<file path="src/source/audioSettings.svh">
/* Build-time constants of the audio subsystem.
   A frame lasts 64 * AUDIO_BCLK_DIV aclk cycles and the fetcher needs all
   playing voices read within it. The register map assumes at most 8 voices. */
`ifndef AUDIO_SETTINGS_SVH
`define AUDIO_SETTINGS_SVH

// Voices mixed into the output
`define AUDIO_VOICES 8

// aclk cycles per half bit-clock period
`define AUDIO_BCLK_DIV 4

`define AUDIO_SAMPLE_BITS 16

`endif
</file>
<file path="src/source/audioStreamPkg.sv">
/* Sample-path and memory read types.
   Only the AXI-Lite read channels exist. */
`default_nettype none

`include "audioSettings.svh"

package audioStreamPkg;

    typedef logic signed [`AUDIO_SAMPLE_BITS-1:0] sample_t;

    typedef struct packed {
        sample_t left;
        sample_t right;
    } stereo_t;

    typedef struct packed {
        logic [31:0] araddr;
        logic [2:0]  arprot;
        logic        arvalid;
    } axilAr_t;

    // One sample per 16-bit beat
    typedef struct packed {
        logic [15:0] rdata;
        logic [1:0]  rresp;
        logic        rvalid;
    } axilR_t;

endpackage

`default_nettype wire

</file>
<file path="src/source/audioMixer.sv">
/* Sums all voices with no volume control and clips each side to 16 bits.
   Output is registered one cycle behind the inputs. */
`timescale 1ns/1ps
`default_nettype none

`include "audioSettings.svh"

module audioMixer (
    input  logic                     aclk,
    input  logic                     aresetn,
    input  audioStreamPkg::sample_t  i_samples [`AUDIO_VOICES],
    input  logic [`AUDIO_VOICES-1:0] i_mono,
    input  logic [`AUDIO_VOICES-1:0] i_right,
    output audioStreamPkg::stereo_t  o_mix
);

    import audioStreamPkg::*;

    localparam int SB       = `AUDIO_SAMPLE_BITS;
    localparam int SUM_BITS = SB + $clog2(`AUDIO_VOICES);

    logic signed [SUM_BITS-1:0] leftSum;
    logic signed [SUM_BITS-1:0] rightSum;

    function automatic sample_t saturate(input logic signed [SUM_BITS-1:0] sum);
        // In range when all bits above the sample's sign bit agree
        if (&sum[SUM_BITS-1:SB-1] || ~|sum[SUM_BITS-1:SB-1]) begin
            return sample_t'(sum[SB-1:0]);
        end else if (sum[SUM_BITS-1]) begin
            return {1'b1, {(SB - 1){1'b0}}};
        end
        return {1'b0, {(SB - 1){1'b1}}};
    endfunction

    always_comb begin
        leftSum  = '0;
        rightSum = '0;
        for (int v = 0; v < `AUDIO_VOICES; v++) begin
            if (i_mono[v] || !i_right[v]) begin
                leftSum = leftSum + {{(SUM_BITS - SB){i_samples[v][SB-1]}}, i_samples[v]};
            end
            if (i_mono[v] || i_right[v]) begin
                rightSum = rightSum + {{(SUM_BITS - SB){i_samples[v][SB-1]}}, i_samples[v]};
            end
        end
    end

    always_ff @(posedge aclk) begin
        if (!aresetn) begin
            o_mix <= '0;
        end else begin
            o_mix.left  <= saturate(leftSum);
            o_mix.right <= saturate(rightSum);
        end
    end

endmodule

`default_nettype wire

</file>
<file path="config.mk">
export PLATFORM = sky130hd
export DESIGN_NAME = audioMixer
export DESIGN_NICKNAME = d
export VERILOG_FILES = /design/src/source/audioStreamPkg.sv /design/src/source/audioMixer.sv
export VERILOG_INCLUDE_DIRS = /design/src /design/src/source
export SDC_FILE = /design/constraint.sdc
export NUM_CORES = 1
export LEC_CHECK = 0
export ABC_AREA = 1
export BUFFER_PORTS_ARGS = -buffer_cell sky130_fd_sc_hd__buf_4
export CAP_MARGIN = 20
export CORE_ASPECT_RATIO = 0.9
export CORE_MARGIN = 8
export CORE_UTILIZATION = 25
export CTS_CLUSTER_SIZE = 28
export DETAILED_ROUTE_END_ITERATION = 10
export PLACE_DENSITY = 0.41
export SLEW_MARGIN = 5
export SYNTH_ARGS = -nofsm -noshare
export SYNTH_HDL_FRONTEND = slang
export SYNTH_SLANG_ARGS = --single-unit
</file>
<file path="constraint.sdc">
create_clock -name aclk -period 9.8 [get_ports aclk]
set_input_delay 0 -clock aclk [delete_from_list [all_inputs] [get_ports aclk]]
set_output_delay 0 -clock aclk [all_outputs]
set_load 0.005 [all_outputs]
</file>
==> impl_metrics.env, run 1 <==
export IMPL_status="finished, violations left"
export IMPL_violations="negative setup slack"
export IMPL_viasPerCell=4.78
export IMPL_grt_total_usage=0.213
export IMPL_cts_sinks=32
export IMPL_clock_path_buffers=2
export IMPL_place_gp_congestion=0.971
export IMPL_crit_type="input pin to flop"
export IMPL_clk_pin_slew_ns=0.05
export IMPL_portBuffers=177
export IMPL_synthAdderAreaFrac=0.199
export IMPL_post_route_drc_count=0
export IMPL_cts_inserted_buffers=5
export IMPL_wl_per_cell_microns=17.2
export IMPL_rsz0062_at_grt="yes"
export IMPL_cts_tree="built"
export IMPL_synth_xor_area_share=0.0803
export IMPL_grt_max_degree=33
export IMPL_drv_slew=0
export IMPL_timing_max_cap_violations=0
export IMPL_worstPathMaxFanout=8
export IMPL_start_util=0.252
export IMPL_antenna_found_initial=6
export IMPL_synth_top_family_by_area="simple AND/OR/NAND/NOR gates"
export IMPL_max_freq_mhz=100
export IMPL_largestRegisters="o_mix (32)"
export IMPL_detail_route_antenna_nets=0
export IMPL_htree_num_levels=2
export IMPL_grt_pass1_wl_mm=131
export IMPL_crit_top_cell="buf_4"
export IMPL_tns_ns=-2.17
export IMPL_drive_gt1_frac=0.458
export IMPL_drtIter0Drc=1611
export IMPL_min_path_type="input pin to flop"
export IMPL_core_region_area_sq_um=67000
export IMPL_fin_ws_ns=-0.161
export IMPL_die_w_microns=290
export IMPL_ys_warnings_count=0
export IMPL_final_hold_violation_count=0
export IMPL_vias=24335
export IMPL_dr_pass1_iters=6
export IMPL_syn2layout_area_growth_pct=83.2
export IMPL_synth_compound_area_frac=0.226
export IMPL_synthMuxAreaShare=0.000592
export IMPL_grt_pass1_vias=23356
export IMPL_crit_slowest_cell="ha_1"
export IMPL_maxSlewHeadroom=0.328
export IMPL_critPathMaxStageDelay_ns=0.30
export IMPL_setup_violations=15
export IMPL_rows=90
export IMPL_boundaryPins=178
export IMPL_path_delay_family="buffers and inverters"
export IMPL_cp_arrival_ns=10.17
export IMPL_nNetsFinal=4625
export IMPL_yosysSeqAreaShare=0.0379
export IMPL_largest_register="o_mix"
export IMPL_syn_area_per_cell_sq_um=5.70
export IMPL_synthDistinctLibCells=62
export IMPL_root_buffer="clkbuf_16"
export IMPL_synthSimpleGateAreaFrac=0.365
export IMPL_final_min_clock_period_ns=9.96
export IMPL_synth_cells=2964
export IMPL_dieArea_sq_um=76200
export IMPL_largest_reg_flops=32
export IMPL_period_share=1.02
export IMPL_hold_buffers=0
export IMPL_crit_required_ns=10.01
export IMPL_syn_cell_area_sq_um=16900
export IMPL_ys_seq_elements=32
export IMPL_routed_wl_mm=87.9
export IMPL_setup_worst_path_end_class="flop"
export IMPL_startpoint_type="input pin"
export IMPL_die_h_microns=263
export IMPL_critPathBufInv=53
export IMPL_overflow=0
export IMPL_tightest_slew_ns=1.00
export IMPL_post_dp_hpwl_mm=73.7
export IMPL_syn_nets=3370
cells in the final DEF (no fill, tap or decap), types with 95 or more instances in the layout:
cell type,instances
a21oi_2,119
o21ai_0,109
ha_4,95
buf_4,1269
nand2_1,742
a21oi_1,164
nand2_2,104
nand3_1,168
nor2_1,198
ha_1,148
inv_1,304
per-layer routing:
metal,part of all wire,track usage,vias to the layer above
li1,-,-,12440
met1,0.51,0.314,11234
met2,0.42,0.329,565
met3,0.048,0.0225,96
met4,0.026,0.0460,0
met5,0,0,-
per-stage QoR:
step           area, sq um  setup WS [ns]  std cells  hold slack, ns   util
6_report             31000         -0.161       5095           0.131  0.462
5_1_grt              31000         -0.731       5095           0.161  0.462
4_1_cts              28300         -0.200       5018           0.252  0.423
3_5_place_dp         26100          -1.64       4891           0.381  0.389
3_3_place_gp         26100          -1.66       4891           0.383  0.389
2_1_floorplan        16900         0.0478       2964           0.179      -
path summary, 6_finish.rpt:
check / slack (ns) / from / end / depth (start not counted)
setup / recovery: -0.16 / i_mono[0] / o_mix[18] / 85
hold / removal: 0.13 / aresetn / o_mix[31] / 3
final cells by class:
| class | instances | area, sq um |
|---|---|---|
| Tap cell | 874 | 1090 |
| Clock inverter | 2 | 35.0 |
| Inverter | 349 | 1330 |
| Timing Repair Buffer | 1296 | 9900 |
| Sequential cell | 32 | 641 |
| Multi-Input combinational cell | 2535 | 17900 |
| Fill cell | 6997 | 36000 |
| Clock buffer | 6 | 129 |
| Antenna cell | 1 | 2.50 |
cells by family (layout without fill, tap and decap cells):
family          after synthesis  count (layout)
mux                           1               1
buf+inv                     400            1653
xor+xnor                    155             155
flops                        32              32
other cells                   0               1
compound gates              677             677
fa+ha+maj                   260             260
simple gates               1439            1442
synthesized netlist by cell type, drive strengths merged:
master | n | area (sq um)
a211oi | 5 | 37.5
a21boi | 24 | 191
a21o | 16 | 120
a21oi | 303 | 1570
a221o | 1 | 10.0
a22oi | 1 | 7.51
a31oi | 42 | 263
and2 | 15 | 96.4
and3 | 4 | 25.0
buf | 23 | 140
clkbuf | 28 | 105
clkinv | 4 | 15.0
dfxtp | 32 | 641
fa | 14 | 280
ha | 246 | 3080
inv | 345 | 1300
mux2i | 1 | 10.0
nand2 | 871 | 3360
nand2b | 1 | 6.26
nand3 | 194 | 1040
nand3b | 8 | 60.1
nand4 | 34 | 213
nor2 | 245 | 961
nor3 | 24 | 125
nor3b | 3 | 22.5
nor4 | 9 | 56.3
o2111ai | 5 | 43.8
o211ai | 12 | 90.1
o21a | 1 | 7.51
o21ai | 232 | 1210
o21bai | 24 | 188
o22ai | 2 | 12.5
o311ai | 1 | 8.76
o31a | 2 | 17.5
o31ai | 6 | 45.0
or2 | 30 | 188
or3b | 1 | 8.76
xnor2 | 67 | 587
xor2 | 88 | 771
worst min-delay path, delay by kind of cell:
kind                   cells  cell delay (ns)
buffers and inverters      2             0.22
and+or+nand+nor            1             0.14
what timing repair did:
action / in CTS / in global routing
gates resized for setup: 265 / 459
endpoints found under the setup margin: 32 / 32
endpoints found under the hold margin: 0 / 0
pin swaps: 63 / 259
cloned: 3 / 0
buffers inserted: 116 / 76
Power of run 1 is left out: the tool's default activity adds up to more than one toggle a clock period on the data nets, which glitch-free logic cannot reach.
==> run 2, diff against run 1 <==
--- a/config.mk
+++ b/config.mk
@@ -12,6 +12,7 @@
 export CORE_ASPECT_RATIO = 0.9
 export CORE_MARGIN = 8
 export CORE_UTILIZATION = 25
+export CTS_BUF_LIST = sky130_fd_sc_hd__clkbuf_8
 export CTS_CLUSTER_SIZE = 28
 export DETAILED_ROUTE_END_ITERATION = 10
 export PLACE_DENSITY = 0.41
==> run 2 against run 1 <==
Effect of this change: the run still ends with negative setup slack left; utilization is 0.10 points higher; maximum frequency hardly changed; cell count is 0.12% higher; worst hold slack worse by 0.0087 ns; count of clock-buffer cells in the layout is 1 lower; first-iteration DRC count is 12% lower; global-route usage is 0.23 points higher.
==> impl_metrics.env, run 2 (synthesis gave the netlist of run 1 again) <==
export IMPL_boundaryPins=178
export IMPL_dieArea_sq_um=76200
export IMPL_viasPerCell=4.76
export IMPL_grt_max_degree=33
export IMPL_core_region_area_sq_um=67000
export IMPL_portBuffers=177
export IMPL_tightest_slew_ns=0.981
export IMPL_rows=90
export IMPL_setup_worst_path_end_class="flop"
export IMPL_status="finished, violations left"
export IMPL_routed_wl_mm=88.0
export IMPL_max_freq_mhz=100
export IMPL_fin_ws_ns=-0.164
export IMPL_final_min_clock_period_ns=9.96
export IMPL_die_w_microns=290
export IMPL_final_hold_violation_count=0
export IMPL_fillCellCount=6998
export IMPL_largestRegisters="o_mix (32)"
export IMPL_grt_pass1_vias=23605
export IMPL_tns_ns=-2.20
export IMPL_clock_path_buffers=2
export IMPL_violations="negative setup slack"
export IMPL_die_h_microns=263
export IMPL_detail_route_antenna_nets=0
export IMPL_rsz0062_at_grt="yes"
export IMPL_cts_sinks=32
export IMPL_place_gp_congestion=0.971
export IMPL_largest_register="o_mix"
export IMPL_crit_required_ns=10.02
export IMPL_hold_start="aresetn"
export IMPL_hold_depth=3
export IMPL_clk_pin_slew_ns=0.07
export IMPL_crit_slowest_cell="fa_2"
export IMPL_nNetsFinal=4632
export IMPL_crit_top_cell="buf_4"
export IMPL_post_dp_hpwl_mm=73.7
export IMPL_maxSlewHeadroom=0.345
export IMPL_largest_reg_flops=32
export IMPL_timing_max_cap_violations=0
export IMPL_grt_total_usage=0.215
export IMPL_hold_path_endpoint="o_mix[31]"
export IMPL_mostFrequentLayoutCells="buf_4 (1273), nand2_1 (740), inv_1 (302)"
export IMPL_crit_type="input pin to flop"
export IMPL_drtIter0Drc=1421
export IMPL_start_util=0.252
export IMPL_setup_violations=15
export IMPL_grt_pass1_wl_mm=133
export IMPL_critPathMaxStageDelay_ns=0.38
export IMPL_startpoint_type="input pin"
export IMPL_antenna_found_initial=4
export IMPL_drive_gt1_frac=0.461
export IMPL_vias=24270
export IMPL_post_route_drc_count=0
export IMPL_antenna_cells=0
export IMPL_worstPathMaxFanout=7
export IMPL_finish_utilization=0.463
export IMPL_htree_num_levels=2
export IMPL_period_share=1.02
export IMPL_layout_commonest_cell="buf_4"
export IMPL_dr_pass1_iters=6
export IMPL_drv_slew=0
export IMPL_overflow=0
export IMPL_cts_inserted_buffers=5
export IMPL_min_path_type="input pin to flop"
export IMPL_syn2layout_area_growth_pct=83.6
export IMPL_cp_arrival_ns=10.18
export IMPL_cts_tree="built"
export IMPL_wl_per_cell_microns=17.2
export IMPL_root_buffer="clkbuf_8"
[run 2: cell count changes in the layout (fill, tap and decap cells not counted), sizes merged]
cell,previous run,this run
buf,1296,1302
clkbuf,6,5
diode,1,0
inv,345,346
nand3,194,195
[run 2: final cells by class]
cell class                 instances  area (sq um)  area share
inverter                         349          1330      0.0427
clock buffer                       5          68.8     0.00222
multi-input combinational       2536         17900       0.578
tap                              874          1090      0.0352
sequential                        32           641      0.0206
timing repair buffer            1302          9930       0.320
clock inverter                     3          38.8     0.00125
[run 2: worst max-delay path by stage]
stage	to	start	slack, ns
detailed placement	o_mix[20]	i_right[0]	-1.64
finish	o_mix[26]	i_mono[0]	-0.16
CTS	o_mix[24]	i_mono[0]	0.001
floorplan	o_mix[16]	i_mono[0]	0.05
global placement	o_mix[19]	i_mono[0]	-1.66
global route	o_mix[20]	i_mono[0]	-0.63
[run 2: repair_timing]
item	4_1_cts	5_1_grt
buffers inserted	128	76
gates cloned	4	0
setup endpoints to repair	32	32
pin swaps	104	242
resized for setup	356	381
hold buffers	0	0
[run 2: through the flow]
| step | std cells | hold slack [ns] | area [sq um] | setup WS (ns) |
|---|---|---|---|---|
| 3_5_place_dp | 4891 | 0.381 | 26100 | -1.64 |
| 5_1_grt | 5101 | 0.146 | 31000 | -0.635 |
| 2_1_floorplan | 2964 | 0.179 | 16900 | 0.0478 |
| 3_3_place_gp | 4891 | 0.383 | 26100 | -1.66 |
| 4_1_cts | 5031 | 0.239 | 28800 | 0.00145 |
| 6_report | 5101 | 0.123 | 31000 | -0.164 |
[run 2: worst max-delay path, delay by kind of cell]
kind            cells  cell delay (ns)
buf+inv            50             5.86
simple gates       24             2.26
fa+ha+maj           3             0.93
compound gates      8             0.93
xor+xnor            1             0.15
[run 2: routing by layer]
layer | global-route usage | vias to the layer above | part of all wire
met5 | 0 | - | 0
met4 | 0.0338 | 0 | 0.018
met3 | 0.00743 | 74 | 0.036
met2 | 0.341 | 505 | 0.43
met1 | 0.325 | 11242 | 0.52
li1 | - | 12449 | -
Power of run 2 is left out for the same reason.
==> run 3, diff against run 2 <==
--- a/config.mk
+++ b/config.mk
@@ -7,7 +7,6 @@
 export NUM_CORES = 1
 export LEC_CHECK = 0
 export ABC_AREA = 1
-export BUFFER_PORTS_ARGS = -buffer_cell sky130_fd_sc_hd__buf_4
 export CAP_MARGIN = 20
 export CORE_ASPECT_RATIO = 0.9
 export CORE_MARGIN = 8
@@ -15,7 +14,8 @@
 export CTS_BUF_LIST = sky130_fd_sc_hd__clkbuf_8
 export CTS_CLUSTER_SIZE = 28
 export DETAILED_ROUTE_END_ITERATION = 10
-export PLACE_DENSITY = 0.41
+export DONT_BUFFER_PORTS = 1
+export PLACE_DENSITY = 0.39
 export SLEW_MARGIN = 5
 export SYNTH_ARGS = -nofsm -noshare
 export SYNTH_HDL_FRONTEND = slang
==> constraint.sdc (replaced) <==
create_clock -name aclk -period 8.2 [get_ports aclk]
set_input_delay 0 -clock aclk [delete_from_list [all_inputs] [get_ports aclk]]
set_output_delay 0 -clock aclk [all_outputs]
set_load 0.005 [all_outputs]
==> run 3 against run 2 <==
Effect of this change: the run still ends with negative setup slack left; cell count fell by 0.35%; flip-flop and latch count did not move; worst hold slack got worse by 0.0049 ns; first-iteration DRC count increased by 7.4%; via count shrank 0.46%; non-clock buffer count down 18; utilization rose by 1.1 points; global-route usage up 0.70 points; final area grew 2.3%; routed wire length up 1.5%; critical path depth decreased by 13; critical endpoint is now o_mix[18].
==> impl_metrics.env, run 3 (synthesis gave the netlist of run 1 again) <==
export IMPL_setup_worst_path_end_class="flop"
export IMPL_timing_max_cap_violations=0
export IMPL_drive_gt1_frac=0.485
export IMPL_setup_violations=32
export IMPL_nNetsFinal=4613
export IMPL_final_min_clock_period_ns=9.51
export IMPL_die_w_microns=290
export IMPL_worst_hold_slack_ns=0.118
export IMPL_post_route_drc_count=0
export IMPL_overflow=0
export IMPL_cts_sinks=32
export IMPL_crit_top_cell="buf_4"
export IMPL_grt_total_usage=0.222
export IMPL_grt_max_degree=33
export IMPL_dr_pass1_iters=5
export IMPL_largestRegisters="o_mix (32)"
export IMPL_period_share=1.16
export IMPL_routed_top_layer="met5"
export IMPL_wl_met2_mm=36.7
export IMPL_dieArea_sq_um=76200
export IMPL_portBuffers=0
export IMPL_root_buffer="clkbuf_8"
export IMPL_boundaryPins=178
export IMPL_htree_num_levels=2
export IMPL_largest_register="o_mix"
export IMPL_status="finished, violations left"
export IMPL_wl_met1_mm=44.7
export IMPL_place_gp_congestion=0.939
export IMPL_rows=90
export IMPL_layout_commonest_cell="buf_4"
export IMPL_cts_inserted_buffers=5
export IMPL_worstPathMaxFanout=6
export IMPL_vias=24158
export IMPL_antenna_found_initial=7
export IMPL_final_hold_violation_count=0
export IMPL_fin_ws_ns=-1.31
export IMPL_crit_required_ns=8.37
export IMPL_violations="negative setup slack"
export IMPL_startpoint_type="input pin"
export IMPL_grt_pass1_wl_mm=135
export IMPL_clk_pin_slew_ns=0.07
export IMPL_grt_pass1_vias=24112
export IMPL_fillCellCount=6758
export IMPL_mostFrequentLayoutCells="buf_4 (1248), nand2_1 (714), inv_1 (288)"
export IMPL_crit_slowest_cell="fa_2"
export IMPL_start_util=0.252
export IMPL_maxSlewHeadroom=0.490
export IMPL_core_region_area_sq_um=67000
export IMPL_drv_slew=0
export IMPL_cts_tree="built"
export IMPL_hold_buffers=0
export IMPL_die_h_microns=263
export IMPL_syn2layout_area_growth_pct=87.9
export IMPL_tightest_slew_ns=0.764
export IMPL_drtIter0Drc=1526
export IMPL_routed_wl_mm=89.3
export IMPL_wl_per_cell_microns=17.6
export IMPL_clock_path_buffers=2
export IMPL_wl_met3_mm=5.93
export IMPL_viasPerCell=4.75
export IMPL_rsz0062_at_grt="yes"
export IMPL_detail_route_antenna_nets=0
export IMPL_largest_reg_flops=32
export IMPL_cp_arrival_ns=9.68
export IMPL_post_dp_hpwl_mm=74.9
export IMPL_critPathMaxStageDelay_ns=0.43
export IMPL_min_path_type="input pin to flop"
export IMPL_max_freq_mhz=105
export IMPL_crit_type="input pin to flop"
[run 3: cell types whose count changed in the layout (fill, tap and decap cells not counted), sizes merged]
| cell | change |
|---|---|
| buf | -18 |
| clkbuf | +2 |
| clkinv | +1 |
| diode | +1 |
| inv | -3 |
| nand2 | -1 |
[run 3: final timing paths]
path           start        end  slack, ns  cells past startpoint
max   i_samples[112]  o_mix[18]      -1.31                     73
min     i_samples[0]   o_mix[0]       0.12                      5
[run 3: final cells by class]
| cell class | instances | area (sq um) | area share |
|---|---|---|---|
| clock inverter | 1 | 30.0 | 0.000945 |
| inverter | 349 | 1360 | 0.0429 |
| multi-input combinational | 2535 | 18700 | 0.588 |
| clock buffer | 7 | 96.3 | 0.00303 |
| tap | 874 | 1090 | 0.0344 |
| timing repair buffer | 1284 | 9850 | 0.310 |
| sequential | 32 | 641 | 0.0202 |
| antenna | 1 | 2.50 | 0.0000788 |
[run 3: critical path, delay by kind of cell]
| kind | cells | cell delay [ns] |
|---|---|---|
| simple gates | 25 | 2.57 |
| fa+ha+maj | 7 | 1.99 |
| buf+inv | 22 | 2.63 |
| xor+xnor | 4 | 0.59 |
| compound gates | 15 | 1.88 |
[run 3: repair_timing]
action / 4_1_cts / 5_1_grt
cloned: 4 / 0
pin swaps: 216 / 201
resized for setup: 498 / 246
buffers inserted: 212 / 60
setup endpoints to repair: 32 / 32
[run 3: routing by layer]
metal | vias up | global-route usage
met1 | 11143 | 0.318
li1 | 12431 | -
met3 | 92 | 0.0494
met5 | - | 0
met4 | 6 | 0.0480
met2 | 486 | 0.336
[run 3: metrics by stage]
| step | TNS, ns | setup slack (ns) | utilization | instances | cell area [sq um] |
|---|---|---|---|---|---|
| 2_1_floorplan | -17.76 | -0.651 | - | 2964 | 17700 |
| 3_3_place_gp | -68.82 | -2.22 | 0.392 | 4804 | 26300 |
| 3_5_place_dp | -70.01 | -2.30 | 0.392 | 4804 | 26300 |
| 4_1_cts | -29.12 | -1.09 | 0.452 | 5025 | 30300 |
| 5_1_grt | -53.69 | -1.91 | 0.474 | 5083 | 31800 |
| 6_report | -34.81 | -1.31 | 0.474 | 5083 | 31800 |
Power of run 3 is left out for the same reason.
