`config.mk`:
```
export PLATFORM = sky130hd
export DESIGN_NAME = sampleFetcher
export DESIGN_NICKNAME = d
export VERILOG_FILES = /design/src/source/audioStreamPkg.sv /design/src/source/sampleFetcher.sv
export VERILOG_INCLUDE_DIRS = /design/src /design/src/source
export SDC_FILE = /design/constraint.sdc
export NUM_CORES = 1
export LEC_CHECK = 0
export ABC_CLOCK_PERIOD_IN_PS = 9880
export BUFFER_PORTS_ARGS = -buffer_cell sky130_fd_sc_hd__buf_2
export CORE_AREA = 2 2 134 136
export CTS_CLUSTER_SIZE = 28
export DETAILED_ROUTE_END_ITERATION = 10
export DIE_AREA = 0 0 136 138
export SETUP_SLACK_MARGIN = 0.05
export SKIP_LAST_GASP = 1
export SLEW_MARGIN = 20
export SYNTH_ARGS = -nofsm -noshare
export SYNTH_HDL_FRONTEND = slang
export SYNTH_SLANG_ARGS = --single-unit
```
`constraint.sdc`:
```
create_clock -name aclk -period 9.88 [get_ports aclk]
set_input_delay 1.976 -clock aclk [delete_from_list [all_inputs] [get_ports aclk]]
set_output_delay 1.976 -clock aclk [all_outputs]
set_load 0.05 [all_outputs]
```
`src/source/audioSettings.svh`:
```
/* Build-time constants of the audio subsystem.
   A frame lasts 64 * AUDIO_BCLK_DIV aclk cycles and the fetcher needs all
   playing voices read within it. The register map assumes at most 8 voices. */
`ifndef AUDIO_SETTINGS_SVH
`define AUDIO_SETTINGS_SVH

// Voices mixed into the output
`define AUDIO_VOICES 8

// aclk cycles per half bit-clock period
`define AUDIO_BCLK_DIV 4

`define AUDIO_SAMPLE_BITS 16

`endif
```
`src/source/audioStreamPkg.sv`:
```
/* Sample-path and memory read types.
   Only the AXI-Lite read channels exist. */
`default_nettype none

`include "audioSettings.svh"

package audioStreamPkg;

    typedef logic signed [`AUDIO_SAMPLE_BITS-1:0] sample_t;

    typedef struct packed {
        sample_t left;
        sample_t right;
    } stereo_t;

    typedef struct packed {
        logic [31:0] araddr;
        logic [2:0]  arprot;
        logic        arvalid;
    } axilAr_t;

    // One sample per 16-bit beat
    typedef struct packed {
        logic [15:0] rdata;
        logic [1:0]  rresp;
        logic        rvalid;
    } axilR_t;

endpackage

`default_nettype wire

```
`src/source/sampleFetcher.sv`:
```
/* Reads one sample per playing voice each frame, voice 0 first.
   An error response loads a zero sample. Frame starts during a pass are ignored. */
`timescale 1ns/1ps
`default_nettype none

`include "audioSettings.svh"

module sampleFetcher (
    input  logic                     aclk,
    input  logic                     aresetn,
    input  logic                     i_frameStart,
    input  logic [`AUDIO_VOICES-1:0] i_playing,
    input  logic [31:0]              i_nextAddr [`AUDIO_VOICES],
    output audioStreamPkg::axilAr_t  o_ar,
    input  logic                     i_arready,
    input  audioStreamPkg::axilR_t   i_r,
    output logic                     o_rready,
    output logic [`AUDIO_VOICES-1:0] o_load,
    output audioStreamPkg::sample_t  o_sample
);

    import audioStreamPkg::*;

    localparam int IDX_BITS = $clog2(`AUDIO_VOICES);
    localparam logic [IDX_BITS:0] DONE = (IDX_BITS + 1)'(`AUDIO_VOICES);

    typedef enum logic [1:0] {
        ST_ADDR,
        ST_DATA,
        ST_PASS
    } fetchState_t;

    fetchState_t         state;
    logic [IDX_BITS:0]   voicePtr; // DONE when idle
    logic [IDX_BITS-1:0] voiceIdx;
    logic [31:0]         araddr;
    logic                arvalid;
    logic                idle;
    logic                rDone;

    assign voiceIdx = voicePtr[IDX_BITS-1:0];
    assign idle     = (voicePtr == DONE);
    assign rDone    = i_r.rvalid && o_rready;
    assign o_ar     = '{araddr: araddr, arprot: 3'b000, arvalid: arvalid};

    always_ff @(posedge aclk) begin
        if (!aresetn) begin
            state    <= ST_ADDR;
            voicePtr <= DONE;
            arvalid  <= 1'b0;
            o_rready <= 1'b0;
            o_load   <= '0;
        end else begin
            o_load <= '0;
            case (state)
                ST_ADDR: begin
                    if (idle) begin
                        if (i_frameStart) begin
                            voicePtr <= '0;
                        end
                    end else if (arvalid) begin
                        if (i_arready) begin
                            arvalid  <= 1'b0;
                            o_rready <= 1'b1;
                            state    <= ST_DATA;
                        end
                    end else if (i_playing[voiceIdx]) begin
                        arvalid <= 1'b1;
                    end else begin
                        voicePtr <= voicePtr + 1'b1; // Skip silent voice
                    end
                end
                ST_DATA: begin
                    if (rDone) begin
                        o_rready         <= 1'b0;
                        o_load[voiceIdx] <= 1'b1;
                        state            <= ST_PASS;
                    end
                end
                ST_PASS: begin
                    voicePtr <= voicePtr + 1'b1;
                    state    <= ST_ADDR;
                end
                default: state <= ST_ADDR;
            endcase
        end
    end

    always_ff @(posedge aclk) begin
        if (state == ST_ADDR && !idle && !arvalid) begin
            araddr <= i_nextAddr[voiceIdx];
        end
        if (state == ST_DATA && rDone) begin
            // Memory holds samples byte-swapped
            o_sample <= i_r.rresp[1] ? sample_t'('0) : {i_r.rdata[7:0], i_r.rdata[15:8]};
        end
    end

endmodule

`default_nettype wire

```
==> out/qor.log, run 1 <==
qor: outcome.run_status finished clean
qor: route.firstDrtPassIters 4
qor: clocking.cts.repair_timing.setup_buffer_count 0
qor: clocking.cts.root.buffer_cell clkbuf_16
qor: floorplanning.dieArea 18800 µm²
qor: synth.post-synth-top-count-cell nand2_1
qor: power_and_ir_drop.report.power.total 0.00165 W
qor: synth.post_synth_top_cells nand2_1 (73), edfxtp_1 (48), mux4_2 (38)
qor: synth.synth_area 4300 µm²
qor: grt.grt_antenna_before_repair 2
qor: route.drt_iter0_drc 274
qor: route.detail_route.wl_per_cell 19.1 µm
qor: sta.slew_headroom 0.443
qor: grt.grt_max_degree 45
qor: clocking.clkSinkCount 64
qor: route.drcViolationCount 0
qor: power_and_ir_drop.power_per_cell_area 255 nW/µm²
qor: clocking.cts_tree done
qor: synth.synth-seq-cells 64
qor: synth.yosys.area.top_type_share 0.335
qor: final_layout.layout-area-overhead-vs-synth 50.8%
qor: clocking.tritoncts.num_buffers 9
qor: synth.dominantRegCellSynth edfxtp_1
qor: sta.worst-slew-pin-transition 0.829 ns
qor: floorplanning.initial_core_util 0.245
qor: final_layout.finish.net_count 995
qor: final_layout.ratio_of_cells_with_drive_above_1_in_the_final_layout 0.598
qor: route.detailroute.via_count 4554
qor: synth.post_synth.cell_area_avg 11.3 µm²
qor: placement.gp_routability_congestion 0.807
qor: sta.endpoints_failing_hold 0
qor: hold_path.hold_crit_class reg -> reg
qor: route.detail-route-antenna-nets 0
qor: synth.synth_area_leaders edfxtp_1 (34%), mux4_2 (20%), dfxtp_1 (7.5%)
qor: sta.min_period 3.30 ns
qor: final_layout.fin_area 6480 µm²
qor: clocking.post_cts_sizing_count 0
qor: floorplanning.coreArea 17500 µm²
qor: critical_path.critical_path.endpoint_type flop
qor: synth.synthDominantAreaCellType edfxtp_1
qor: synth.ys_async_sr_fraction 0
qor: route.wirelength 18.0 mm
qor: placement.placed_cells_incl_taps 924
qor: critical_path.worstSetupPathType in -> reg
qor: sta.clock_skew 0.00995 ns
qor: clocking.clock_insertion_delay_worst_skew 0.33 ns
qor: placement.placedInstanceArea 6200 µm²
qor: synth.number_of_warnings_reported_in_the_yosys_synthesis_log 0
qor: synth.postSynthCellCount 380
qor: synth.seq_area_frac_synth 0.410
qor: job.timing.max_cap.violations 0
qor: grt.grt-ovfl-total 0
qor: power_and_ir_drop.leakage 2.89 nW
qor: floorplanning.dieHeight 138 µm
qor: critical_path.worst_ep_required_time 10.08 ns
qor: sta.layout_worst_path_cycle_share 0.334
qor: placement.hpwlAfterDp 14.3 mm
qor: grt.grt_pass1_vias 4487
qor: sta.setup_tns 0 ns
qor: route.detail_route.vias_per_cell 4.84
qor: synth.synth_cell_types 43
qor: clocking.clock_tree.buffer_depth 2
qor: placement.port-buffer-count 343
qor: critical_path.worst_setup_path_start_kind input pin
qor: sta.slew_violations 0
qor: sta.grt_setup_unrepaired no
qor: power_and_ir_drop.vdd.ir_drop.worst 0.122 mV
qor: sta.finalSetupViolCount 0
qor: final_layout.finalNonFillerCells 941
qor: synth.synth-edff-count 48
qor: grt.global_route_wire_length_before_repair 26.1 mm
qor: critical_path.timing.critical_path.arrival 3.50 ns
qor: floorplanning.design.portCount 348
qor: clocking.cts-htree-levels 3
qor: clocking.clk_pin_slew 0.06 ns
qor: clocking.post_cts_hold_buffer_count 0
qor: grt.grtUsageTotal 0.187
qor: sta.highest_clock_frequency_the_design_can_meet 303 MHz
qor: floorplanning.floorplan.die.width 136 µm
qor: floorplanning.floorplan.rows 49
qor: critical_path.critical_path_peak_fanout 5
[state kept, by name, indices dropped and copies added, names as in the netlist]
register  count
o_sample     16
arvalid       1
o_rready      1
voicePtr      4
state         2
o_load        8
araddr       32
[kinds of logic (layout without fill, tap and decap cells)]
kind of cell	after synthesis	count (layout)	synth area share
other	1	4	0.000873
and+or+nand+nor	134	134	0.139
muxes	74	74	0.291
DFF	64	64	0.410
adders and majority gates	2	2	0.00582
buffers and inverters	42	371	0.0434
AOI/OAI and AO/OA	63	63	0.110
[final timing paths]
kind / startpoint / end / slack [ns] / depth (start not counted)
worst max register to register: voicePtr[0] / voicePtr[3] / 6.90 / 5
worst min register to register: voicePtr[3] / voicePtr[3] / 0.52 / 2
worst max-delay path: i_playing[5] / voicePtr[3] / 6.58 / 5
worst min-delay path: voicePtr[3] / voicePtr[3] / 0.52 / 2
[cell type report]
cell class / count / area (µm²)
antenna: 1 / 2.50
clock buffer: 9 / 225
clock inverter: 7 / 47.5
fill: 1811 / 11100
inverter: 6 / 22.5
multi-input combinational: 276 / 2360
sequential: 64 / 1770
tap: 229 / 287
timing repair buffer: 349 / 1760
[layer usage]
layer | share of wire | GRT usage | wire [µm]
met3 | 0.11 | 0.0429 | 1890
met2 | 0.49 | 0.314 | 8890
met5 | 0.00045 | 0 | 8
met1 | 0.38 | 0.238 | 6880
met4 | 0.016 | 0.0570 | 293
[metrics by stage]
step | util | setup WS [ns] | hold WS (ns)
floorplan | - | 4.86 | 0.494
CTS | 0.369 | 6.58 | 0.520
finish | 0.370 | 6.58 | 0.519
global placement | 0.354 | 6.23 | 0.511
global route | 0.370 | 6.42 | 0.560
detailed placement | 0.354 | 6.23 | 0.513
[worst max-delay path, cell delays in order]
cell and delay, ns:
buf_2 0.09, mux2_1 0.28, mux4_2 0.53, a2111oi_0 0.44
o221ai_1 0.17
[power breakdown]
| group | total [W] | switching, W | internal [W] | leakage, nW |
|---|---|---|---|---|
| registers | 0.000481 | 0.0000635 | 0.000417 | 0.584 |
| clock network | 0.000292 | 0.000123 | 0.000169 | 0.133 |
| logic | 0.000878 | 0.000583 | 0.000296 | 2.17 |
| total | 0.00165 | 0.000769 | 0.000882 | 2.89 |
[cell usage in the layout (no fill, tap or decap), types with 9 or more instances in the layout]
master / count
a21oi_1: 10
a221oi_1: 14
a22oi_1: 10
buf_2: 343
clkbuf_16: 9
dfxtp_1: 13
edfxtp_1: 48
mux2_2: 14
mux2i_1: 18
mux4_2: 38
nand2_1: 73
nor2_1: 22
nor2b_1: 20
(Power assumes the default switching activity.)
==> inputs of run 2 (changes only) <==
ABC_CLOCK_PERIOD_IN_PS = 3100   (was 9880)
CORE_AREA = 2 2 135 137   (was 2 2 134 136)
DIE_AREA = 0 0 137 139   (was 0 0 136 138)
clock period = 3.1 ns   (was 9.88 ns; I/O delays follow)
==> out/qor.log, run 2 (same netlist as run 1, synthesis figures left out) <==
qor: power_and_ir_drop.p_clk_frac 0.200 [+0.023]
qor: route.drt_iter0_drc 266 [-2.9%]
qor: final_layout.most-common-layout-cells buf_2 (343), nand2_1 (73), edfxtp_1 (48)
qor: grt.grt_max_degree 44 [-2.2%]
qor: final_layout.layout-area-overhead-vs-synth 53.1%
qor: grt.grt-ovfl-total 0 [unchanged]
qor: sta.highest_clock_frequency_the_design_can_meet 408 MHz
qor: route.detail_route.vias_per_cell 4.84 [about the same]
qor: clocking.post_cts_hold_buffer_count 0 [unchanged]
qor: clocking.clock_tree.buffer_depth 2 [unchanged]
qor: clocking.cts_tree done
qor: power_and_ir_drop.p_switching 0.00243 W [+220%]
qor: sta.layout_worst_path_cycle_share 0.790
qor: hold_path.timing.hold.worst_path_depth 2 [unchanged]
qor: final_layout.reg.largest.list araddr: 32 flops, o_sample: 16 flops, o_load: 8 flops
qor: route.firstDrtPassIters 5 [+1]
qor: outcome.run_status finished clean
qor: floorplanning.dieHeight 139 µm [+0.72%]
qor: sta.clock_skew 0.00890 ns [-0.00105 ns]
qor: power_and_ir_drop.report.power.total 0.00546 W [+230%]
qor: clocking.cts-htree-levels 3 [unchanged]
qor: sta.slew_violations 0 [unchanged]
qor: critical_path.critical_path.endpoint_type flop
qor: grt.grt_pass1_vias 4531 [+0.98%]
qor: power_and_ir_drop.power_per_cell_area 830 nW/µm² [+230%]
qor: power_and_ir_drop.combPwrFrac 0.527 [-0.005]
qor: final_layout.finish.net_count 999 [+0.40%]
qor: hold_path.hold_start voicePtr[3]
qor: critical_path.ff2ff_path_depth 6 [+1]
qor: grt.grtUsageTotal 0.182 [-0.00510]
qor: clocking.clk_pin_slew 0.06 ns [about the same]
qor: floorplanning.floorplan.rows 49 [unchanged]
qor: job.timing.max_cap.violations 0 [unchanged]
qor: critical_path.worstSetupPathType reg -> reg
qor: floorplanning.initial_core_util 0.243 [-0.00170]
qor: floorplanning.coreArea 17700 µm² [+0.70%]
qor: clocking.clkSinkCount 64 [unchanged]
qor: sta.slew_headroom 0.451 [+0.00798]
qor: clocking.cts.root.buffer_cell clkbuf_16
qor: clocking.post_cts_sizing_count 0 [unchanged]
qor: floorplanning.design.portCount 348 [unchanged]
qor: final_layout.largest_register_ff_count 32 [unchanged]
qor: placement.gp_routability_congestion 0.832 [+3.0%]
qor: final_layout.layout.filler_cells 1800 [-0.61%]
qor: final_layout.layout_commonest_cell buf_2
qor: floorplanning.floorplan.die.width 137 µm [+0.74%]
qor: sta.grt_setup_unrepaired no
qor: power_and_ir_drop.power.switching_fraction 0.446 [-0.0200]
qor: sta.min_period 2.45 ns
qor: clocking.cts.repair_timing.setup_buffer_count 0 [unchanged]
qor: clocking.clock_insertion_delay_worst_skew 0.33 ns [about the same]
qor: critical_path.worst_ep_required_time 3.35 ns [-6.73 ns]
qor: placement.port-buffer-count 343 [unchanged]
qor: sta.finalSetupViolCount 0 [unchanged]
qor: power_and_ir_drop.cell_internal_pwr 0.00303 W [+240%]
qor: sta.setup_tns 0 ns [unchanged]
qor: clocking.tritoncts.num_buffers 9 [unchanged]
qor: final_layout.registers.top_by_ff_count araddr
qor: placement.hpwlAfterDp 14.6 mm [+2.3%]
qor: hold_path.hold-path-endpoint voicePtr[3]
qor: floorplanning.dieArea 19000 µm² [+1.5%]
qor: critical_path.critical_path.reg2reg.startpoint voicePtr[0]
qor: route.wirelength 18.0 mm [+0.38%]
qor: power_and_ir_drop.vdd.ir_drop.worst 0.382 mV [+210%]
qor: power_and_ir_drop.leakage 2.93 nW [+1.6%]
qor: hold_path.hold_crit_class reg -> reg
qor: final_layout.antennaDiodeCount 0 [-1]
qor: power_and_ir_drop.power_frac_seq 0.273 [-0.018]
qor: route.detail-route-antenna-nets 0 [unchanged]
qor: critical_path.timing.reg2reg.setup_slack 0.65 ns [-6.25 ns]
qor: route.drcViolationCount 0 [unchanged]
qor: route.detailroute.via_count 4573 [+0.42%]
qor: sta.endpoints_failing_hold 0 [unchanged]
qor: sta.worst-slew-pin-transition 0.817 ns [-0.0119 ns]
qor: critical_path.crit-reg2reg-capture voicePtr[3]
qor: grt.grt_antenna_before_repair 0 [-2]
qor: critical_path.worst_setup_path_start_kind flop
qor: grt.global_route_wire_length_before_repair 25.7 mm [-1.7%]
qor: critical_path.critical_path_peak_fanout 22 [+17]
qor: final_layout.ratio_of_cells_with_drive_above_1_in_the_final_layout 0.599 [+0.000852]
qor: route.detail_route.wl_per_cell 19.1 µm [about the same]
qor: critical_path.timing.critical_path.arrival 2.70 ns [-0.80 ns]
[run 2: how the worst max path moves through the flow]
stage,slack [ns],end,depth (start not counted),startpoint
finish,0.65,voicePtr[3],6,voicePtr[0]
global route,0.35,voicePtr[3],6,voicePtr[0]
detailed placement,0.68,voicePtr[3],6,voicePtr[0]
floorplan,0.16,araddr[0],8,voicePtr[1]
CTS,0.66,voicePtr[3],6,voicePtr[0]
global placement,0.70,voicePtr[3],6,voicePtr[0]
[run 2: cell type report]
type,instances,area [µm²],area share
multi-input cells,276,2370,0.361
clock buffers,11,243,0.0369
well taps,229,287,0.0436
flip-flops and latches,64,1770,0.269
clock inverters,5,80.1,0.0122
inverters,6,22.5,0.00342
repair buffers,353,1800,0.274
[run 2: metrics by stage]
| stage | cell area (µm²) | util | std cells | hold WS [ns] | worst slack (ns) |
|---|---|---|---|---|---|
| finish | 6580 | 0.373 | 944 | 0.534 | 0.651 |
| global route | 6580 | 0.373 | 944 | 0.544 | 0.351 |
| CTS | 6580 | 0.373 | 944 | 0.521 | 0.658 |
| detailed placement | 6260 | 0.354 | 928 | 0.516 | 0.683 |
| global placement | 6260 | 0.354 | 928 | 0.521 | 0.697 |
| floorplan | 4320 | - | 382 | 0.494 | 0.165 |
[run 2: critical path: stages, from the launching register on]
cell       delay (ns)
dfxtp_2          0.68
inv_1            0.12
ha_1             0.21
and3b_1          0.23
nor3_1           0.65
a2111oi_0        0.23
o221ai_1         0.24
[run 2: metal layers]
layer	GRT usage	share of wire	up-vias
li1	-	-	2115
met1	0.236	0.40	2177
met2	0.294	0.50	261
met3	0.0387	0.077	20
met4	0.0711	0.022	0
met5	0	0	-
[run 2: power by group through the flow]
stage               logic [W]  clock network, W  registers (W)
CTS                   0.00291           0.00114        0.00150
global placement      0.00289                 0        0.00151
floorplan             0.00133                 0        0.00224
finish                0.00288           0.00110        0.00149
global route          0.00306           0.00117        0.00153
detailed placement    0.00291                 0        0.00151
==> inputs of run 3 (changes only) <==
ABC_AREA = 1   (was default)
ABC_CLOCK_PERIOD_IN_PS = 2000   (was 3100)
CORE_AREA = 2 2 134 136   (was 2 2 135 137)
DIE_AREA = 0 0 136 138   (was 0 0 137 139)
clock period = 2 ns   (was 3.1 ns; I/O delays follow)
==> out/qor.log, run 3 <==
qor: placement.gp_routability_congestion 0.893 [+7.4%]
qor: final_layout.largest_register_ff_count 32 [unchanged]
qor: final_layout.registers.top_by_ff_count araddr
qor: power_and_ir_drop.power_per_cell_area 1280 nW/µm² [+54%]
qor: critical_path.cp_num_buf_inv 3 [+2]
qor: grt.global_route_wire_length_before_repair 25.8 mm [+0.43%]
qor: route.firstDrtPassIters 5 [unchanged]
qor: outcome.run_status finished clean
qor: critical_path.critPathTopFamily buffers and inverters
qor: critical_path.max_stage_delay 0.44 ns [-0.24 ns]
qor: final_layout.layout_commonest_cell buf_2
qor: sta.endpoints_failing_hold 0 [unchanged]
qor: route.drcViolationCount 0 [unchanged]
qor: sta.finalSetupViolCount 0 [unchanged]
qor: grt.grt-ovfl-total 0 [unchanged]
qor: critical_path.timing.reg2reg.setup_slack 0.11 ns [-0.54 ns]
qor: route.drt_iter0_drc 297 [+12%]
qor: hold_path.hold_start aresetn
qor: floorplanning.coreArea 17500 µm² [-0.69%]
qor: job.timing.max_cap.violations 0 [unchanged]
qor: sta.layout_worst_path_cycle_share 0.947 [+0.157]
qor: critical_path.critical_path.endpoint_type flop
qor: critical_path.critical_path_peak_fanout 12 [-45%]
qor: final_layout.antennaDiodeCount 0 [unchanged]
qor: synth.synth_cell_types 32 [-26%]
qor: route.wirelength 18.8 mm [+4.5%]
qor: critical_path.timing.critical_path.arrival 1.95 ns [-0.75 ns]
qor: final_layout.ratio_of_cells_with_drive_above_1_in_the_final_layout 0.476 [-0.122]
qor: sta.slew_headroom 0.514 [+0.0630]
qor: floorplanning.dieArea 18800 µm² [-1.4%]
qor: grt.grt_pass1_vias 4672 [+3.1%]
qor: critical_path.cp_cell_sequence inv_2 -> buf_4 -> nand2_2 -> buf_4 -> nor2_1 -> a211oi_1 -> nand4_1
qor: clocking.clock_tree.buffer_depth 2 [unchanged]
qor: final_layout.layout.filler_cells 1865 [+3.6%]
qor: synth.seq_area_frac_synth 0.448 [+0.0385]
qor: critical_path.critical_path.reg2reg.startpoint voicePtr[0]
qor: final_layout.reg.largest.list araddr: 32 flops, o_sample: 16 flops, o_load: 8 flops
qor: route.detail_route.wl_per_cell 17.5 µm [-8.6%]
qor: hold_path.hold-path-endpoint voicePtr[3]
qor: critical_path.ff2ff_path_depth 7 [+1]
qor: floorplanning.floorplan.die.width 136 µm [-0.73%]
qor: power_and_ir_drop.report.power.total 0.00816 W [+49%]
qor: grt.grt_antenna_before_repair 0 [unchanged]
qor: synth.dominantRegCellSynth edfxtp_1
qor: final_layout.most-common-layout-cells buf_2 (343), nand2_1 (141), edfxtp_1 (48)
qor: synth.synth_area_leaders edfxtp_1 (37%), nand2_1 (14%), dfxtp_1 (8.2%)
qor: synth.post_synth.cell_area_avg 7.94 µm² [-30%]
qor: synth.post-synth-top-count-cell nand2_1
qor: final_layout.layout-area-overhead-vs-synth 62.9%
qor: power_and_ir_drop.leakage 3.19 nW [+8.7%]
qor: clocking.clkSinkCount 64 [unchanged]
qor: final_layout.finalNonFillerCells 1079 [+14%]
qor: grt.grtUsageTotal 0.185 [+0.00293]
qor: grt.grt_max_degree 28 [-36%]
qor: final_layout.finish.net_count 1135 [+14%]
qor: sta.worst-slew-pin-transition 0.728 ns [-0.0890 ns]
qor: floorplanning.initial_core_util 0.224 [-0.0193]
qor: synth.synth-edff-count 48 [unchanged]
qor: route.detail_route.vias_per_cell 4.59 [-5.1%]
qor: final_layout.fin_area 6400 µm² [-2.7%]
qor: placement.placedInstanceArea 6130 µm² [-2.1%]
qor: critical_path.crit-reg2reg-capture araddr[7]
qor: placement.port-buffer-count 343 [unchanged]
qor: critical_path.worst_ep_required_time 2.06 ns [-1.29 ns]
qor: floorplanning.design.portCount 348 [unchanged]
qor: synth.post_synth_top_cells nand2_1 (142), edfxtp_1 (48), inv_1 (45), nor2_1 (45), a22oi_1 (37)
qor: clocking.cts-htree-levels 3 [unchanged]
qor: clocking.clk_pin_slew 0.05 ns [about the same]
qor: clocking.tritoncts.num_buffers 9 [unchanged]
qor: critical_path.timing.critical_path.mode_cell buf_4
qor: synth.postSynthCellCount 495 [+30%]
qor: route.detailroute.via_count 4958 [+8.4%]
qor: route.detail-route-antenna-nets 0 [unchanged]
qor: floorplanning.dieHeight 138 µm [-0.72%]
qor: clocking.cts_tree done
qor: synth.number_of_warnings_reported_in_the_yosys_synthesis_log 0 [unchanged]
qor: power_and_ir_drop.vdd.ir_drop.worst 0.785 mV [+110%]
qor: sta.clock_skew 0.00529 ns [-0.00361 ns]
qor: synth.yosys.area.top_type_share 0.367 [+0.0315]
qor: sta.setup_tns 0 ns [unchanged]
qor: critical_path.crit_path_top_delay_cell dfxtp_2
qor: synth.ys_async_sr_fraction 0 [unchanged]
qor: sta.min_period 1.89 ns [-0.555 ns]
qor: critical_path.worst_setup_path_start_kind flop
qor: sta.highest_clock_frequency_the_design_can_meet 528 MHz [+29%]
qor: critical_path.worstSetupPathType reg -> reg
qor: clocking.clock_insertion_delay_worst_skew 0.34 ns [about the same]
qor: sta.post_route_worst_setup_slack 0.106 ns [-0.545 ns]
qor: placement.dp_slack 0.119 ns [-0.564 ns]
qor: clocking.cts.root.buffer_cell clkbuf_16
qor: placement.placed_cells_incl_taps 1062 [+14%]
qor: synth.synthDominantAreaCellType edfxtp_1
qor: sta.slew_violations 0 [unchanged]
qor: synth.synth_area 3930 µm² [-8.6%]
qor: synth.synth-seq-cells 64 [unchanged]
qor: hold_path.timing.hold.worst_path_depth 2 [unchanged]
qor: hold_path.hold_crit_class in -> reg
qor: sta.grt_setup_unrepaired yes
qor: placement.hpwlAfterDp 14.2 mm [-2.9%]
qor: floorplanning.floorplan.rows 49 [unchanged]
run 3: routing by layer:
layer  vias to the layer above  part of all wire  track usage
met2                       238              0.51        0.337
li1                       2421                 -            -
met4                         0             0.017       0.0636
met1                      2281              0.39        0.217
met3                        18             0.075       0.0290
met5                         -                 0            0
run 3: cells by family (layout without fill, tap and decap cells):
logic type,after synthesis,in the layout,synth area share
buf+inv,82,433,0.0869
other cells,1,3,0.000954
simple gates,249,251,0.276
fa+ha+maj,2,2,0.00637
xor+xnor,2,2,0.00446
flops,64,64,0.448
compound gates,95,95,0.177
run 3: report_power, final:
group / switching [W] / internal, W / total (W)
clock: 0.000579 / 0.000820 / 0.00140
sequential: 0.000144 / 0.00210 / 0.00224
combinational: 0.00316 / 0.00137 / 0.00453
total: 0.00388 / 0.00428 / 0.00816
run 3: worst max path at each step:
stage	cells after the start	from	slack, ns	endpoint
finish	7	voicePtr[0]	0.11	araddr[7]
CTS	6	voicePtr[2]	0.11	araddr[14]
detailed placement	6	voicePtr[2]	0.12	araddr[14]
global placement	6	voicePtr[2]	0.14	araddr[27]
global route	12	voicePtr[0]	0.01	voicePtr[0]
floorplan	6	voicePtr[0]	-0.05	araddr[0]
run 3: cell type report:
| class | count | area [µm²] | share of cell area |
|---|---|---|---|
| Tap cell | 229 | 287 | 0.0448 |
| Inverter | 52 | 200 | 0.0313 |
| Timing Repair Buffer | 366 | 1960 | 0.307 |
| Sequential cell | 64 | 1760 | 0.276 |
| Multi-Input combinational cell | 353 | 1930 | 0.301 |
| Clock inverter | 5 | 26.3 | 0.00411 |
| Clock buffer | 10 | 229 | 0.0358 |
run 3: repair_timing:
item	4_1_cts	5_1_grt
buffers inserted	0	0
gates resized for setup	0	3
hold buffers	0	0
endpoints found under the hold margin	0	0
setup endpoints to repair	0	11
run 3: metrics by stage:
stage	hold slack, ns	util
6_report	0.304	0.365
3_3_place_gp	0.467	0.349
2_1_floorplan	0.476	-
5_1_grt	0.295	0.365
4_1_cts	0.289	0.364
3_5_place_dp	0.470	0.349
run 3: worst reg2reg max path, delay by kind of cell (launching register included):
| family | cells | cell delay (ns) |
|---|---|---|
| buffers and inverters | 3 | 0.53 |
| AND/OR/NAND/NOR | 3 | 0.30 |
| AO/OA/AOI/OAI | 1 | 0.35 |
| flip-flops | 1 | 0.44 |
